<file path="config.mk">
export PLATFORM = sky130hd
export DESIGN_NAME = cache_top
export DESIGN_NICKNAME = d
export VERILOG_FILES = /design/src/cache_pkg.sv /design/src/cache_top.sv /design/src/cache_read_mux.sv /design/src/cache_data_bank.sv /design/src/cache_tag_array.sv /design/src/cache_fill_fsm.sv
export VERILOG_INCLUDE_DIRS = /design/src
export SDC_FILE = /design/constraint.sdc
export NUM_CORES = 1
export LEC_CHECK = 0
export ABC_AREA = 1
export ABC_CLOCK_PERIOD_IN_PS = 7900
export BUFFER_PORTS_ARGS = -buffer_cell sky130_fd_sc_hd__buf_2
export CORE_MARGIN = 2
export CORE_UTILIZATION = 35
export CTS_CLUSTER_DIAMETER = 50
export CTS_CLUSTER_SIZE = 10
export DETAILED_ROUTE_END_ITERATION = 10
export PLACE_DENSITY = 0.49
export RECOVER_POWER = 100
export SYNTH_ARGS = -nofsm -noshare
export SYNTH_HDL_FRONTEND = slang
export SYNTH_SLANG_ARGS = --single-unit
</file>
<file path="constraint.sdc">
create_clock -name clk -period 7.9 [get_ports clk]
set_input_delay 0.79 -clock clk [delete_from_list [all_inputs] [get_ports clk]]
set_output_delay 0.79 -clock clk [all_outputs]
set_load 0.1 [all_outputs]
</file>
<file path="src/cache_defines.svh">
`ifndef CACHE_DEFINES_SVH
`define CACHE_DEFINES_SVH

// number of lines in the direct-mapped cache, one tag and valid bit each
`define CACHE_LINES 8

// 16-bit words held by every line
// the fill controller lets its word counter wrap, so keep this a power of two
`define WORDS_PER_LINE 8

// width of a cpu or memory byte address
// a word spans two byte addresses, bit zero is never used for selection
`define ADDR_W 16

// cycles the fill controller sits in its wait state after a miss
// before the first memory beat can be accepted
`define MEM_LATENCY 4

`endif
</file>
<file path="src/cache_pkg.sv">
`include "cache_defines.svh"

package cache_pkg;

	// field widths follow from the geometry in the defines header
	localparam int WORD_BITS = 16; // width of one cached word
	localparam int INDEX_W = $clog2(`CACHE_LINES); // picks the line
	localparam int WORD_W = $clog2(`WORDS_PER_LINE); // picks the word inside a line
	localparam int TAG_W = `ADDR_W - INDEX_W - WORD_W - 1; // whatever sits above index and word

	// byte address split the way the cache looks at it, msb first
	typedef struct packed {
		logic [TAG_W-1:0] tag;
		logic [INDEX_W-1:0] index;
		logic [WORD_W-1:0] word;
		logic byte_sel; // only whole words are read so this bit is ignored
	} cache_addr_t;

	// one write from the fill controller, fanned out to every bank and the tag array
	typedef struct packed {
		logic data_we; // one word of the line is written this cycle
		logic tag_we; // last beat, tag and valid bit are written
		logic [INDEX_W-1:0] index; // line being filled
		logic [WORD_W-1:0] word; // word position of this beat
		logic [TAG_W-1:0] tag; // tag of the missed address
		logic [WORD_BITS-1:0] data; // word straight off the memory bus
	} fill_wr_t;

	// the controller is either idle, waiting out memory latency, or taking beats
	typedef enum logic [1:0] {
		FILL_IDLE,
		FILL_WAIT,
		FILL_BURST
	} fill_state_t;

endpackage

</file>
<file path="src/cache_top.sv">
`timescale 1ns/10ps
`include "cache_defines.svh"

module cache_top
	import cache_pkg::*;
(
	input logic clk,
	input logic rst_n,
	input logic cpu_read,
	input cache_addr_t cpu_addr,
	input logic memory_data_valid,
	input logic [WORD_BITS-1:0] memory_data,
	output logic [WORD_BITS-1:0] cpu_data,
	output logic cpu_hit,
	output logic stall, // busy level of the fill controller
	output logic [`ADDR_W-1:0] memory_address,
	output logic memory_read,
	output logic finished
);

	logic hit;
	logic miss_detected;
	fill_wr_t fill_wr; // fans out to the tag array and all banks
	logic [`WORDS_PER_LINE-1:0][WORD_BITS-1:0] bank_rd;

	cache_tag_array u_tag_array (
		.clk(clk),
		.rst_n(rst_n),
		.cpu_read(cpu_read),
		.cpu_addr(cpu_addr),
		.busy(stall), // masks new misses while a line is coming in
		.fill_wr(fill_wr),
		.hit(hit),
		.miss_detected(miss_detected)
	);

	// the cpu address doubles as the miss address since it is held during the stall
	cache_fill_fsm u_fill_fsm (
		.clk(clk),
		.rst_n(rst_n),
		.miss_detected(miss_detected),
		.miss_address(cpu_addr),
		.memory_data_valid(memory_data_valid),
		.memory_data(memory_data),
		.busy(stall),
		.memory_address(memory_address),
		.memory_read(memory_read),
		.finished(finished),
		.fill_wr(fill_wr)
	);

	// one bank per word position
	for (genvar w = 0; w < `WORDS_PER_LINE; w++) begin : g_bank
		cache_data_bank #(
			.WORD_POS(w)
		) u_bank (
			.clk(clk),
			.fill_wr(fill_wr),
			.rd_index(cpu_addr.index),
			.rd_data(bank_rd[w])
		);
	end

	cache_read_mux u_read_mux (
		.bank_rd(bank_rd),
		.cpu_addr(cpu_addr),
		.hit(hit),
		.cpu_data(cpu_data),
		.cpu_hit(cpu_hit)
	);

endmodule

</file>
<file path="src/cache_read_mux.sv">
`timescale 1ns/10ps
`include "cache_defines.svh"

module cache_read_mux
	import cache_pkg::*;
(
	input logic [`WORDS_PER_LINE-1:0][WORD_BITS-1:0] bank_rd, // one word per bank, same line
	input cache_addr_t cpu_addr,
	input logic hit,
	output logic [WORD_BITS-1:0] cpu_data,
	output logic cpu_hit
);

	logic [WORD_BITS-1:0] word_sel;

	// every bank already reads the addressed line, the word field picks the bank
	assign word_sel = bank_rd[cpu_addr.word];

	// without a hit the banks may hold another line or nothing at all
	// so the data bus is driven to zero and no stale word gets out
	assign cpu_data = hit ? word_sel : '0;

	assign cpu_hit = hit;

endmodule

</file>
<file path="src/cache_data_bank.sv">
`timescale 1ns/10ps
`include "cache_defines.svh"

module cache_data_bank
	import cache_pkg::*;
#(
	parameter int WORD_POS = 0 // word position inside a line held by this bank
) (
	input logic clk,
	input fill_wr_t fill_wr, // shared by all banks, each picks out its own word
	input logic [INDEX_W-1:0] rd_index, // line addressed by the cpu
	output logic [WORD_BITS-1:0] rd_data
);

	// one word of every line lives here
	logic [WORD_BITS-1:0] mem [`CACHE_LINES];
	logic bank_we;

	// only the beat carrying this bank's word position is stored
	assign bank_we = fill_wr.data_we && (fill_wr.word == WORD_W'(WORD_POS));

	always_ff @(posedge clk) begin
		if (bank_we)
			mem[fill_wr.index] <= fill_wr.data;
	end

	// asynchronous read so a hit is answered in the request cycle
	assign rd_data = mem[rd_index];

endmodule

</file>
<file path="src/cache_tag_array.sv">
`timescale 1ns/10ps
`include "cache_defines.svh"

module cache_tag_array
	import cache_pkg::*;
(
	input logic clk,
	input logic rst_n,
	input logic cpu_read, // plain level, no handshake
	input cache_addr_t cpu_addr,
	input logic busy, // fill in progress
	input fill_wr_t fill_wr,
	output logic hit,
	output logic miss_detected
);

	logic [TAG_W-1:0] tags [`CACHE_LINES]; // one tag per line
	logic [`CACHE_LINES-1:0] valid; // line holds a complete fill
	logic tag_match;

	// a line only matches once its valid bit is set, so an unwritten tag is never compared on its own
	assign tag_match = valid[cpu_addr.index] && (tags[cpu_addr.index] == cpu_addr.tag);

	// hits come back in the same cycle as the read
	assign hit = cpu_read && tag_match;

	// new misses are ignored during a fill
	// the cpu keeps its request up, so it is seen again once the line is in
	assign miss_detected = cpu_read && !tag_match && !busy;

	always_ff @(posedge clk or negedge rst_n) begin
		if (!rst_n) begin
			valid <= '0; // cache starts cold
		end else if (fill_wr.tag_we) begin
			valid[fill_wr.index] <= 1'b1;
		end
	end

	// tags are written together with the valid bit on the last beat of a fill
	always_ff @(posedge clk) begin
		if (fill_wr.tag_we)
			tags[fill_wr.index] <= fill_wr.tag;
	end

endmodule

</file>
<file path="src/cache_fill_fsm.sv">
`timescale 1ns/10ps
`include "cache_defines.svh"

module cache_fill_fsm
	import cache_pkg::*;
(
	input logic clk,
	input logic rst_n,
	input logic miss_detected, // already masked by the tag array while a fill runs
	input cache_addr_t miss_address, // the cpu holds this steady during the fill
	input logic memory_data_valid, // low during the burst holds the word count
	input logic [WORD_BITS-1:0] memory_data,
	output logic busy, // doubles as the cpu stall level
	output logic [`ADDR_W-1:0] memory_address,
	output logic memory_read,
	output logic finished, // one cycle pulse on the last accepted beat
	output fill_wr_t fill_wr
);

	// wide enough to hold MEM_LATENCY itself, the count overshoots by one on the last wait cycle
	localparam int LAT_W = $clog2(`MEM_LATENCY + 1);

	fill_state_t state;
	fill_state_t state_next;
	logic [LAT_W-1:0] lat_cnt; // cycles spent in the wait state so far
	logic [WORD_W-1:0] word_cnt; // word position of the next beat
	logic [TAG_W-1:0] fill_tag; // tag of the line being fetched
	logic [INDEX_W-1:0] fill_index; // line being fetched
	logic lat_done;
	logic beat;
	logic last_beat;

	assign lat_done = (lat_cnt == LAT_W'(`MEM_LATENCY - 1)); // last cycle of the wait
	assign beat = (state == FILL_BURST) && memory_data_valid; // a beat only counts in the burst
	assign last_beat = beat && (word_cnt == WORD_W'(`WORDS_PER_LINE - 1));

	always_comb begin
		state_next = state;
		case (state)
			FILL_IDLE: begin
				if (miss_detected)
					state_next = FILL_WAIT;
			end
			FILL_WAIT: begin
				if (lat_done)
					state_next = FILL_BURST;
			end
			FILL_BURST: begin
				if (last_beat)
					state_next = FILL_IDLE; // stall drops in the cycle after finished
			end
			default: state_next = FILL_IDLE;
		endcase
	end

	always_ff @(posedge clk or negedge rst_n) begin
		if (!rst_n) begin
			state <= FILL_IDLE;
			lat_cnt <= '0;
			word_cnt <= '0;
		end else begin
			state <= state_next;
			// the latency count only runs in the wait state and restarts at zero otherwise
			if (state == FILL_WAIT)
				lat_cnt <= lat_cnt + 1'b1;
			else
				lat_cnt <= '0;
			if (beat)
				word_cnt <= word_cnt + 1'b1; // wraps back to zero after the last word
		end
	end

	// miss address is taken on the same edge that leaves idle
	always_ff @(posedge clk) begin
		if ((state == FILL_IDLE) && miss_detected) begin
			fill_tag <= miss_address.tag;
			fill_index <= miss_address.index;
		end
	end

	// line base plus twice the word count, the concatenation keeps bit zero a constant zero
	assign memory_address = {fill_tag, fill_index, word_cnt, 1'b0};

	assign busy = (state != FILL_IDLE);
	assign memory_read = (state == FILL_WAIT) || (state == FILL_BURST);
	assign finished = last_beat;

	always_comb begin
		fill_wr.data_we = beat; // every accepted beat lands in the bank for word_cnt
		fill_wr.tag_we = last_beat; // tag and valid go in once all words are there
		fill_wr.index = fill_index;
		fill_wr.word = word_cnt;
		fill_wr.tag = fill_tag;
		fill_wr.data = memory_data;
	end

endmodule

</file>
Word-level counts from Yosys, hierarchy flattened
Memory sizes are Yosys's and may differ from the RTL's. Cells that the tools add are included.

Register bits after elaboration: 28. RAM bits: 1096. Output and inout port bits: 36. Memories kept: 9.

Memories: g_bank[0].u_bank.mem (depth 8, bits a word 16, rd ports 1, clocked after memory_dff 0, wr ports 1, line cache_data_bank.sv:16) `` logic [WORD_BITS-1:0] mem [`CACHE_LINES]; ``; g_bank[1].u_bank.mem (depth 8, bits a word 16, rd ports 1, clocked after memory_dff 0, wr ports 1, line cache_data_bank.sv:16); g_bank[2].u_bank.mem (depth 8, bits a word 16, rd ports 1, clocked after memory_dff 0, wr ports 1, line cache_data_bank.sv:16); g_bank[3].u_bank.mem (depth 8, bits a word 16, rd ports 1, clocked after memory_dff 0, wr ports 1, line cache_data_bank.sv:16); g_bank[4].u_bank.mem (depth 8, bits a word 16, rd ports 1, clocked after memory_dff 0, wr ports 1, line cache_data_bank.sv:16); g_bank[5].u_bank.mem (depth 8, bits a word 16, rd ports 1, clocked after memory_dff 0, wr ports 1, line cache_data_bank.sv:16); 3 more memories.

Add/sub/neg operators: 2. Order comparisons: 4. Equality and inequality tests: 14. Multiplexer cells: 28. Bitwise operators: 1. Reduce and logical (&&, ||, !) cells: 22.

Operator list (count): $bmux W16 S3 (1); $mux W16 (2); $mux W1 (18); $logic_and A1 B1 Y1 (15); $eq A3 B3 Y1 const B (4); $lt A3 B4 Y1 const B (3); $eq A3 B2 Y1 const B (3); $eq A9 B9 Y1 (1); $or A8 B8 Y8 (1); $add A3 B1 Y3 const B (2); $mux W2 (3); $pmux W2 S3 (1); $ne A2 B1 Y1 const B (2); $bmux W1 S3 (1); $demux W1 S3 (1); $eq A3 B1 Y1 const B (1); $ge A3 B1 Y1 const B (1); $logic_not A3 Y1 (1); $mux W3 (1); $reduce_and A3 Y1 (1); $eq A2 B1 Y1 const B (1); $eq A2 B2 Y1 const B (1); $logic_not A1 Y1 (2); $logic_not A2 Y1 (1); 3 further kinds (3).

Longest topological paths before layout
Gate-level depths: netlist of the first run.

Depth after elaboration: 8. Depth in mapped cells: 17. Gate-level depth less buffers: 15.

By module
Synthesis of the first run repeated with hierarchy kept, for this count alone.

Cells, all modules: 5476. Area total of the unflattened synthesis: 51956.1 µm².

Modules (own cells, without submodules): cache_data_bank (g_bank[0].u_bank ...) (instances 4, cells an instance 571, area each 5680.4 µm², seq. area each 3843.7 µm²); cache_data_bank (g_bank[5].u_bank ...) (instances 2, cells an instance 571, area each 5681.7 µm², seq. area each 3843.7 µm²); cache_data_bank (g_bank[3].u_bank) (instances 1, cells an instance 572, area each 5683.0 µm², seq. area each 3843.7 µm²); cache_data_bank (g_bank[7].u_bank) (instances 1, cells an instance 570, area each 5677.9 µm², seq. area each 3843.7 µm²); cache_tag_array (instances 1, cells an instance 381, area each 3638.5 µm², seq. area each 2362.3 µm²); cache_read_mux (instances 1, cells an instance 428, area each 1808.0 µm², seq. area each 0.0 µm²); cache_fill_fsm (instances 1, cells an instance 99, area each 1063.5 µm², seq. area each 560.5 µm²).

Least setup slack after synthesis of the first run
No wires, ideal clock.

Path kind: in2out. Start: input cpu_addr[4] (netlist name). End: output cpu_data[0]. Arrival: 3875 ps. Required time: 7110 ps. Path slack: 3235 ps. Cell stages on the path: 13. Path through: buf_6 buf_6 buf_4 o21ai_0 nand3_1 nand2_1 nand2_1 nor2_1 nand3_1 or2_1 nor2_4 inv_2 nor2_1.

Word-level cells in the longest chain between the ends: 5. Elaborated cells on any way between the ends: 17. Those cells by class: eq/ne: 1; mux: 5; reduce/logical: 2; memory: 9.

Ends and longest elaborated chain: from (decl) (line cache_top.sv:10) `input cache_addr_t cpu_addr,`; $mem_v2 Z8 W9 or $bmux W1 S3 (tied branches); $eq A9 B9 Y1 or $mux W1 (tied branches) (line cache_tag_array.sv:22) `assign tag_match = valid[cpu_addr.index] && (tags[cpu_addr.index] == cpu_addr.tag);`; $logic_and A1 B1 Y1 (*) (line cache_tag_array.sv:22); $logic_and A1 B1 Y1 (*) (line cache_tag_array.sv:25) `assign hit = cpu_read && tag_match;`; net cpu_hit (line cache_top.sv:14) `output logic cpu_hit,`; $mux W16 (*) (line cache_read_mux.sv:21) `assign cpu_data = hit ? word_sel : '0;`; to (decl) (line cache_top.sv:13) `output logic [WORD_BITS-1:0] cpu_data,`.

Mark *: on every way through the listed nets, which the timed path passes. The rest lies on a longest branch. The select of a mux whose other input is x is not followed.

Worst setup path after layout of the first run
Start: input cpu_addr[6] (netlist name). End: output cpu_data[15].

Word-level cells in the longest chain between the ends: 5. Elaborated cells on any way between the ends: 17. Those cells by class: eq/ne: 1; mux: 5; reduce/logical: 2; memory: 9.

Ends and longest elaborated chain (line): $mem_v2 Z8 W9 or $bmux W1 S3 (tied branches); $eq A9 B9 Y1 or $mux W1 (tied branches) (cache_tag_array.sv:22); $logic_and A1 B1 Y1 (cache_tag_array.sv:22); $logic_and A1 B1 Y1 (cache_tag_array.sv:25); $mux W16 (*) (cache_read_mux.sv:21).

Mark *: on every way between the ends. The rest lies on a longest branch, timed or not. The select of a mux whose other input is x is not followed.

==> qor.txt, run 1 <==
pre-CTS WS -> 2.43 ns
Rel. slew slack -> -1.52
critical path type -> input port to output port
Setup-failing EPs final -> 0
drt total wl -> 130000 um
Yosys cell types -> 28
Die Y -> 363 um
top cells by area, synth -> edfxtp_1 (74%), nand2_1 (7.9%), nand3_1 (6.9%)
Final WS setup -> 1.30 ns
core area -> 128000 um^2
cts hold-fix bufs -> 1
Die W -> 363 um
period utilization -> 0.835
Port-buffer cells -> 69
global placement routability congestion -> 0.782
initial antenna violation count -> 5
CTS sink count -> 1124
Iter 0 DRT Violations -> 2855
Root Buffer -> clkbuf_16
first-pass GRT wire length -> 188000 um
Setup crit end kind -> output port
mean post-synth cell area -> 12.7 um^2
Initial Util -> 0.353
largest net degree at the start of global routing -> 133
CTS-repair resized insts -> 0
arrival time worst endpoint -> 5.81 ns
Post-Place Cells -> 5133
Fillers -> 12033
P_sw -> 3.23 mW
slowest stage delay, CP -> 2.09 ns
Comb pwr share -> 0.080
vias in the first global route -> 26785
Num CTS Buffers -> 136
Peak VDD IR -> 0.240 mV
Clock Latency Late Sink -> 0.74 ns
Async SR Flop Fraction -> 0.0142
pwr/cell area -> 263 nW/um^2
RSZ-0062 raised after global routing -> no
Synth-to-Final Area Change -> 13.0%
Reg power frac -> 0.500
failing checks -> capacitance limit, slew limit
fraction of layout cells with a size suffix above 1 -> 0.0673
post-route insts no fill -> 5332
LEAKAGE -> 17.3 nW
Fmax -> 0.152 GHz
First-pass DRT Iterations -> 5
Clock power frac -> 0.420
CP max FO -> 67
EDFF count, synth -> 1108
Post-synth top cells -> edfxtp_1 (1108), nand2_1 (945), nand3_1 (618)
max cap viols -> 43
max-slew violations -> 1601
Final Hold Violating Endpoints -> 0
Worst Tran Pin Value -> 3.77 ns
Mapped Area -> 45100 um^2
skew final -> 0.0222 ns
Mapped Cells -> 3550
CTS tree -> done
# DRC -> 0
Crit-path slowest cell -> clkbuf_1
Most common cell on crit path -> nand3_1
Synthesized Nets -> 3597
sequential area share after synthesis -> 0.746
via count -> 28222
synth warn -> 0
Die ar. -> 132000 um^2
Setup TNS -> 0 ns
overall routing resource usage -> 0.196
hpwl dp -> 65500 um
Min-Delay Path Class -> input port to flip-flop
# H-tree levels -> 4
switching part of the total -> 0.241
most common cell in the netlist -> edfxtp_1
worst path cell trace -> buf_6, clkbuf_1, nand3_1, nand3_1, o211ai_1, nand3_1, nand2_1, nor2_1, clkbuf_1
total grt overflow -> 0
NumNets Final -> 3657
Std-Cell Rows -> 131
Top FF cell, synth -> edfxtp_1
CP Launch Type -> input port
Yosys top cell by area -> edfxtp_1
Worst-path clk slew -> 0.05 ns
post-synth top area share -> 0.738
status -> finished, violations left
required time of the critical path -> 7.11 ns
Setup Buffers After CTS -> 0
DR vias/cell -> 5.29
clock buffer depth -> 3
Routed Antenna Nets -> 0
fin crit period -> 6.60 ns
flop and latch count out of synthesis -> 1124
I/O pin total -> 72
Cell Int Power -> 10.2 mW
DR WL/cell -> 24.3 um
[per-layer routing]
metal,routed length [um],vias to the layer above,part of all wire,GRT usage
li1,-,13043,-,-
met1,59800,14229,0.46,0.285
met2,59400,795,0.46,0.301
met3,7710,153,0.059,0.0341
met4,2680,2,0.021,0.0528
met5,11,-,0.000085,0
[layout by cell type, fill, tap and decap left out, types with 3 or more instances in the layout]
master / instances
a21oi_1: 251
edfxtp_1: 1108
o21ai_1: 3
nor2_4: 11
clkinv_1: 9
clkbuf_1: 131
o211ai_1: 31
ha_1: 11
nand3_1: 618
buf_2: 23
buf_12: 6
or2_2: 4
dfrtp_1: 16
nand3b_1: 7
inv_1: 65
a221o_1: 93
a32o_1: 3
nor2_2: 9
buf_4: 25
clkinv_8: 3
o21ai_0: 10
clkinv_2: 7
nand2_1: 945
nor2_1: 88
a221oi_1: 28
inv_6: 4
clkbuf_16: 145
[flip-flops by register name, summed over array words and instances, names as in the netlist]
register and count:
u_tag_array.valid 8, g_bank.u_bank.mem 1024, u_fill_fsm.state 2, u_tag_array.tags 72, u_fill_fsm.word_cnt 3, u_fill_fsm.fill_index 3, u_fill_fsm.fill_tag 9, u_fill_fsm.lat_cnt 3
[cells by family (layout without fill, tap and decap cells)]
group	count (synthesis)	in the layout	share of synthesized area
adder cells (fa/ha/maj)	11	11	0.00305
XOR/XNOR	1	1	0.000194
buffers and inverters	310	429	0.0290
AND/OR/NAND/NOR	1683	1683	0.160
flip-flops	1124	1124	0.746
AO/OA/AOI/OAI	420	420	0.0614
other	1	2	0.0000831
[worst paths after layout]
path | from | end | slack, ns | depth (start not counted)
worst max-delay path | cpu_addr[6] | cpu_data[15] | 1.30 | 9
worst min-delay path | cpu_addr[10] | u_fill_fsm.fill_tag[3]$_DFFE_PP_ | 0.28 | 1
worst max register to register | u_fill_fsm.fill_index[0]$_DFFE_PP_ | g_bank[7].u_bank.mem[6][6]$_DFFE_PP_ | 3.35 | 3
worst min register to register | u_fill_fsm.lat_cnt[0]$_DFF_PN0_ | u_fill_fsm.lat_cnt[0]$_DFF_PN0_ | 0.43 | 1
max in group asynchronous | rst_n | u_fill_fsm.word_cnt[0]$_DFFE_PN0P_ | 6.60 | 2
min in group asynchronous | rst_n | u_tag_array.valid[1]$_DFFE_PN0P_ | 0.72 | 2
[power by group through the flow]
stage                     registers [mW]  clock network, mW  logic, mW
after floorplan                     6.92                  0      0.536
after global placement              6.80                  0       1.10
after detailed placement            6.81                  0       1.10
after CTS                           6.68               5.74       1.11
after global routing                6.71               5.97       1.16
final                               6.70               5.64       1.08
[worst max-delay path: cells and delay by family]
kind,cells,cell delay (ns)
AND/OR/NAND/NOR,5,1.18
AO/OA/AOI/OAI,1,0.22
buffers and inverters,3,3.52
[final cells by class]
class                      instances  area (um^2)  area share
tap                             1662         2080      0.0408
clock inverter                    23          183     0.00358
timing repair buffer             160          857      0.0168
sequential                      1124        33700       0.661
inverter                          72          288     0.00565
multi-input combinational       2116        10200       0.199
clock buffer                     174         3740      0.0733
antenna                            1         2.50   0.0000491
[through the flow]
stage                util  hold slack (ns)  area, um^2  total power, mW
CTS                 0.402            0.201       51300             13.5
floorplan               -            0.409       45100             7.46
finish              0.399            0.276       51000             13.4
global placement    0.371            0.421       47400             7.90
detailed placement  0.371            0.428       47400             7.91
global route        0.399            0.267       51000             13.8
(Power assumes the default switching activity.)
==> run 2: changes to the inputs <==
Settings changed: ABC_AREA 1 to 0, ABC_CLOCK_PERIOD_IN_PS 7900 to 6000, PLACE_DENSITY 0.49 to 0.51.
Clock period 7.9 ns to 6 ns, I/O delays scaled along.
==> qor.txt, run 2 <==
Setup crit start -> cpu_addr[4]
r2r startpoint -> u_fill_fsm.state[0]$_DFFE_PN0P_
synth warn -> 0 (unchanged)
Die ar. -> 127000 um^2 (-4.0%)
failing checks -> capacitance limit, slew limit
Root Buffer -> clkbuf_16
Rel. slew slack -> -1.07 (+0.449)
biggest regs -> g_bank.u_bank.mem (1024), u_tag_array.tags (72), u_fill_fsm.fill_tag (9)
max reg flops -> 1024 (unchanged)
Mapped Area -> 43300 um^2 (-4.0%)
drt total wl -> 104000 um (-20%)
CTS sink count -> 1124 (unchanged)
Synthesized Nets -> 1800 (-50%)
Iter 0 DRT Violations -> 1846 (-35%)
fraction of layout cells with a size suffix above 1 -> 0.298 (+0.231)
status -> finished, violations left
Setup crit end kind -> output port
hpwl dp -> 57200 um (-13%)
Async SR Flop Fraction -> 0.0142 (unchanged)
arrival time worst endpoint -> 4.67 ns (-1.14 ns)
Yosys cell types -> 36 (+29%)
switching part of the total -> 0.224 (-0.0172)
Synth-to-Final Area Change -> 14.0%
Die Y -> 356 um (-2.0%)
Std-Cell Rows -> 129 (-1.5%)
Setup-failing EPs final -> 0 (unchanged)
CTS tree -> done
NumNets Final -> 1998 (-45%)
Cell Int Power -> 13.4 mW (+31%)
commonest non-fill, non-tap cell in the layout -> edfxtp_1
Peak VDD IR -> 0.282 mV (+17%)
Reg power frac -> 0.514 (+0.014)
flop and latch count out of synthesis -> 1124 (unchanged)
WHS -> 0.141 ns (-0.135 ns)
GR peak layer -> met2
slowest stage delay, CP -> 1.14 ns (-0.95 ns)
Routed Antenna Nets -> 0 (unchanged)
core area -> 123000 um^2 (-3.5%)
first-pass GRT wire length -> 148000 um (-21%)
# H-tree levels -> 4 (unchanged)
Fmax -> 0.190 GHz
CP max FO -> 61 (-9.0%)
Setup TNS -> 0 ns (unchanged)
hold path start -> cpu_addr[10]
Initial Util -> 0.352 (-0.00172)
P_sw -> 3.85 mW (+19%)
I/O pin total -> 72 (unchanged)
via count -> 19094 (-32%)
Worst Tran Pin Value -> 3.10 ns (-0.674 ns)
met2 Use GR -> 0.267 (-0.0346)
initial antenna violation count -> 13 (+8)
Min-Delay Path Class -> input port to flip-flop
Comb pwr share -> 0.074 (-0.006)
worst path cell trace -> buf_8, mux4_2, xnor2_1, nor4_2, nand4_1, nor2b_1, clkbuf_2
critical path type -> input port to output port
EDFF count, synth -> 1108 (unchanged)
pwr/cell area -> 349 nW/um^2 (+33%)
overall routing resource usage -> 0.167 (-0.0283)
Mapped Cells -> 1753 (-51%)
mean post-synth cell area -> 24.7 um^2 (+94%)
most frequent cells in the layout -> edfxtp_1 (1108), mux4_2 (351), clkbuf_16 (138)
met3 usage -> 0.0415 (+0.00738)
clock buffer depth -> 3 (unchanged)
Crit-path slowest cell -> nand4_1
# DRC -> 0 (unchanged)
vias in the first global route -> 20326 (-24%)
global placement routability congestion -> 0.741 (-5.3%)
total grt overflow -> 0 (unchanged)
Worst-path clk slew -> 0.05 ns (about the same)
Num CTS Buffers -> 135 (-0.74%)
Yosys top cell by area -> edfxtp_1
Port-buffer cells -> 69 (unchanged)
Clock Latency Late Sink -> 0.71 ns (-0.03 ns)
most common cell in the netlist -> edfxtp_1
Clock power frac -> 0.412 (-0.008)
M1 GR Usage -> 0.227 (-0.0581)
Die W -> 356 um (-2.0%)
max-slew violations -> 1240 (-23%)
Top reg by flops -> g_bank.u_bank.mem
period utilization -> 0.879
max cap viols -> 28 (-35%)
fin crit period -> 5.27 ns
Post-synth top cells -> edfxtp_1 (1108), mux4_2 (351), nor2_1 (67)
RSZ-0062 raised after global routing -> no
CP Launch Type -> input port
post-synth top area share -> 0.768 (+0.0309)
DR vias/cell -> 5.27 (-0.40%)
Top FF cell, synth -> edfxtp_1
largest net degree at the start of global routing -> 83 (-38%)
First-pass DRT Iterations -> 6 (+1)
Final Hold Violating Endpoints -> 0 (unchanged)
CTS-repair resized insts -> 0 (unchanged)
sequential area share after synthesis -> 0.778 (+0.0313)
skew final -> 0.0202 ns (-0.00207 ns)
DR WL/cell -> 28.8 um (+18%)
top cells by area, synth -> edfxtp_1 (77%), mux4_2 (18%), dfrtp_1 (0.92%)
LEAKAGE -> 15.1 nW (-13%)
required time of the critical path -> 5.40 ns (-1.71 ns)
==> run 2: cell types whose count changed in the layout (fill, tap and decap cells not counted), sizes merged, moves of 25 or more <==
cell / delta
nand3: -610
a21oi: -250
mux4: +351
inv: -63
buf: -27
nor2: -41
a221oi: -28
a221o: -93
o211ai: -30
nand2: -941
mux2i: +25
==> run 2: cells by family after synthesis <==
kind of cell	count (synthesis)	synth area share
XOR/XNOR	10	0.00202
other	1	0.0000866
flip-flops	1124	0.778
multiplexers	377	0.189
AO/OA/AOI/OAI	7	0.00101
AND/OR/NAND/NOR	123	0.0140
adder cells (fa/ha/maj)	11	0.00318
buffers and inverters	100	0.0134
==> run 2: critical path, delay by kind of cell <==
kind                   cells  cell delay, ns
buffers and inverters      2            1.07
multiplexers               1            0.63
XOR/XNOR                   1            0.15
AND/OR/NAND/NOR            3            2.12
==> run 2: worst paths after layout <==
path	slack, ns	endpoint	depth (start not counted)
max in group asynchronous	4.73	u_fill_fsm.word_cnt[2]$_DFFE_PN0P_	2
hold reg to reg	0.45	u_fill_fsm.lat_cnt[0]$_DFF_PN0_	1
setup / recovery	0.73	cpu_data[15]	7
min in group asynchronous	0.62	u_tag_array.valid[2]$_DFFE_PN0P_	2
hold / removal	0.14	u_fill_fsm.fill_tag[3]$_DFFE_PP_	1
setup reg to reg	1.59	g_bank[7].u_bank.mem[0][7]$_DFFE_PP_	6
==> run 2: timing repair <==
item | 4_1_cts | 5_1_grt
hold buffers | 1 | 0
buffers inserted | 0 | 0
endpoints found under the hold margin | 16 | 0
==> run 2: per-stage QoR <==
stage | instance area (um^2) | util | power, mW | instances | setup slack [ns]
after detailed placement | 46000 | 0.374 | 10.3 | 3450 | 1.11
after global placement | 46000 | 0.374 | 10.3 | 3450 | 1.28
after CTS | 49700 | 0.404 | 17.4 | 3621 | 1.12
after floorplan | 43300 | - | 9.82 | 1753 | 1.56
after global routing | 49400 | 0.401 | 17.8 | 3621 | 0.468
final | 49400 | 0.401 | 17.2 | 3622 | 0.727
==> run 2: power groups by stage <==
stage	clock network, mW	logic, mW	registers, mW
after floorplan	0	0.675	9.14
after global placement	0	1.29	8.98
after detailed placement	0	1.31	9.00
after CTS	7.29	1.32	8.84
after global routing	7.58	1.35	8.87
final	7.10	1.27	8.86
==> run 2: area by class of cell <==
class | instances | area [um^2]
well taps | 1637 | 2050
flip-flops and latches | 1124 | 33700
repair buffers | 152 | 792
inverters | 9 | 33.8
clock buffers | 155 | 3520
multi-input cells | 529 | 9120
fillers | 10727 | 73800
clock inverters | 15 | 174
diodes | 1 | 2.50
==> run 2: routing by layer <==
layer,part of all wire,routed length (um),up-vias
met1,0.43,44600,10459
li1,-,-,7888
met4,0.024,2470,4
met3,0.068,7070,165
met2,0.48,50000,578
met5,0.00029,30,-
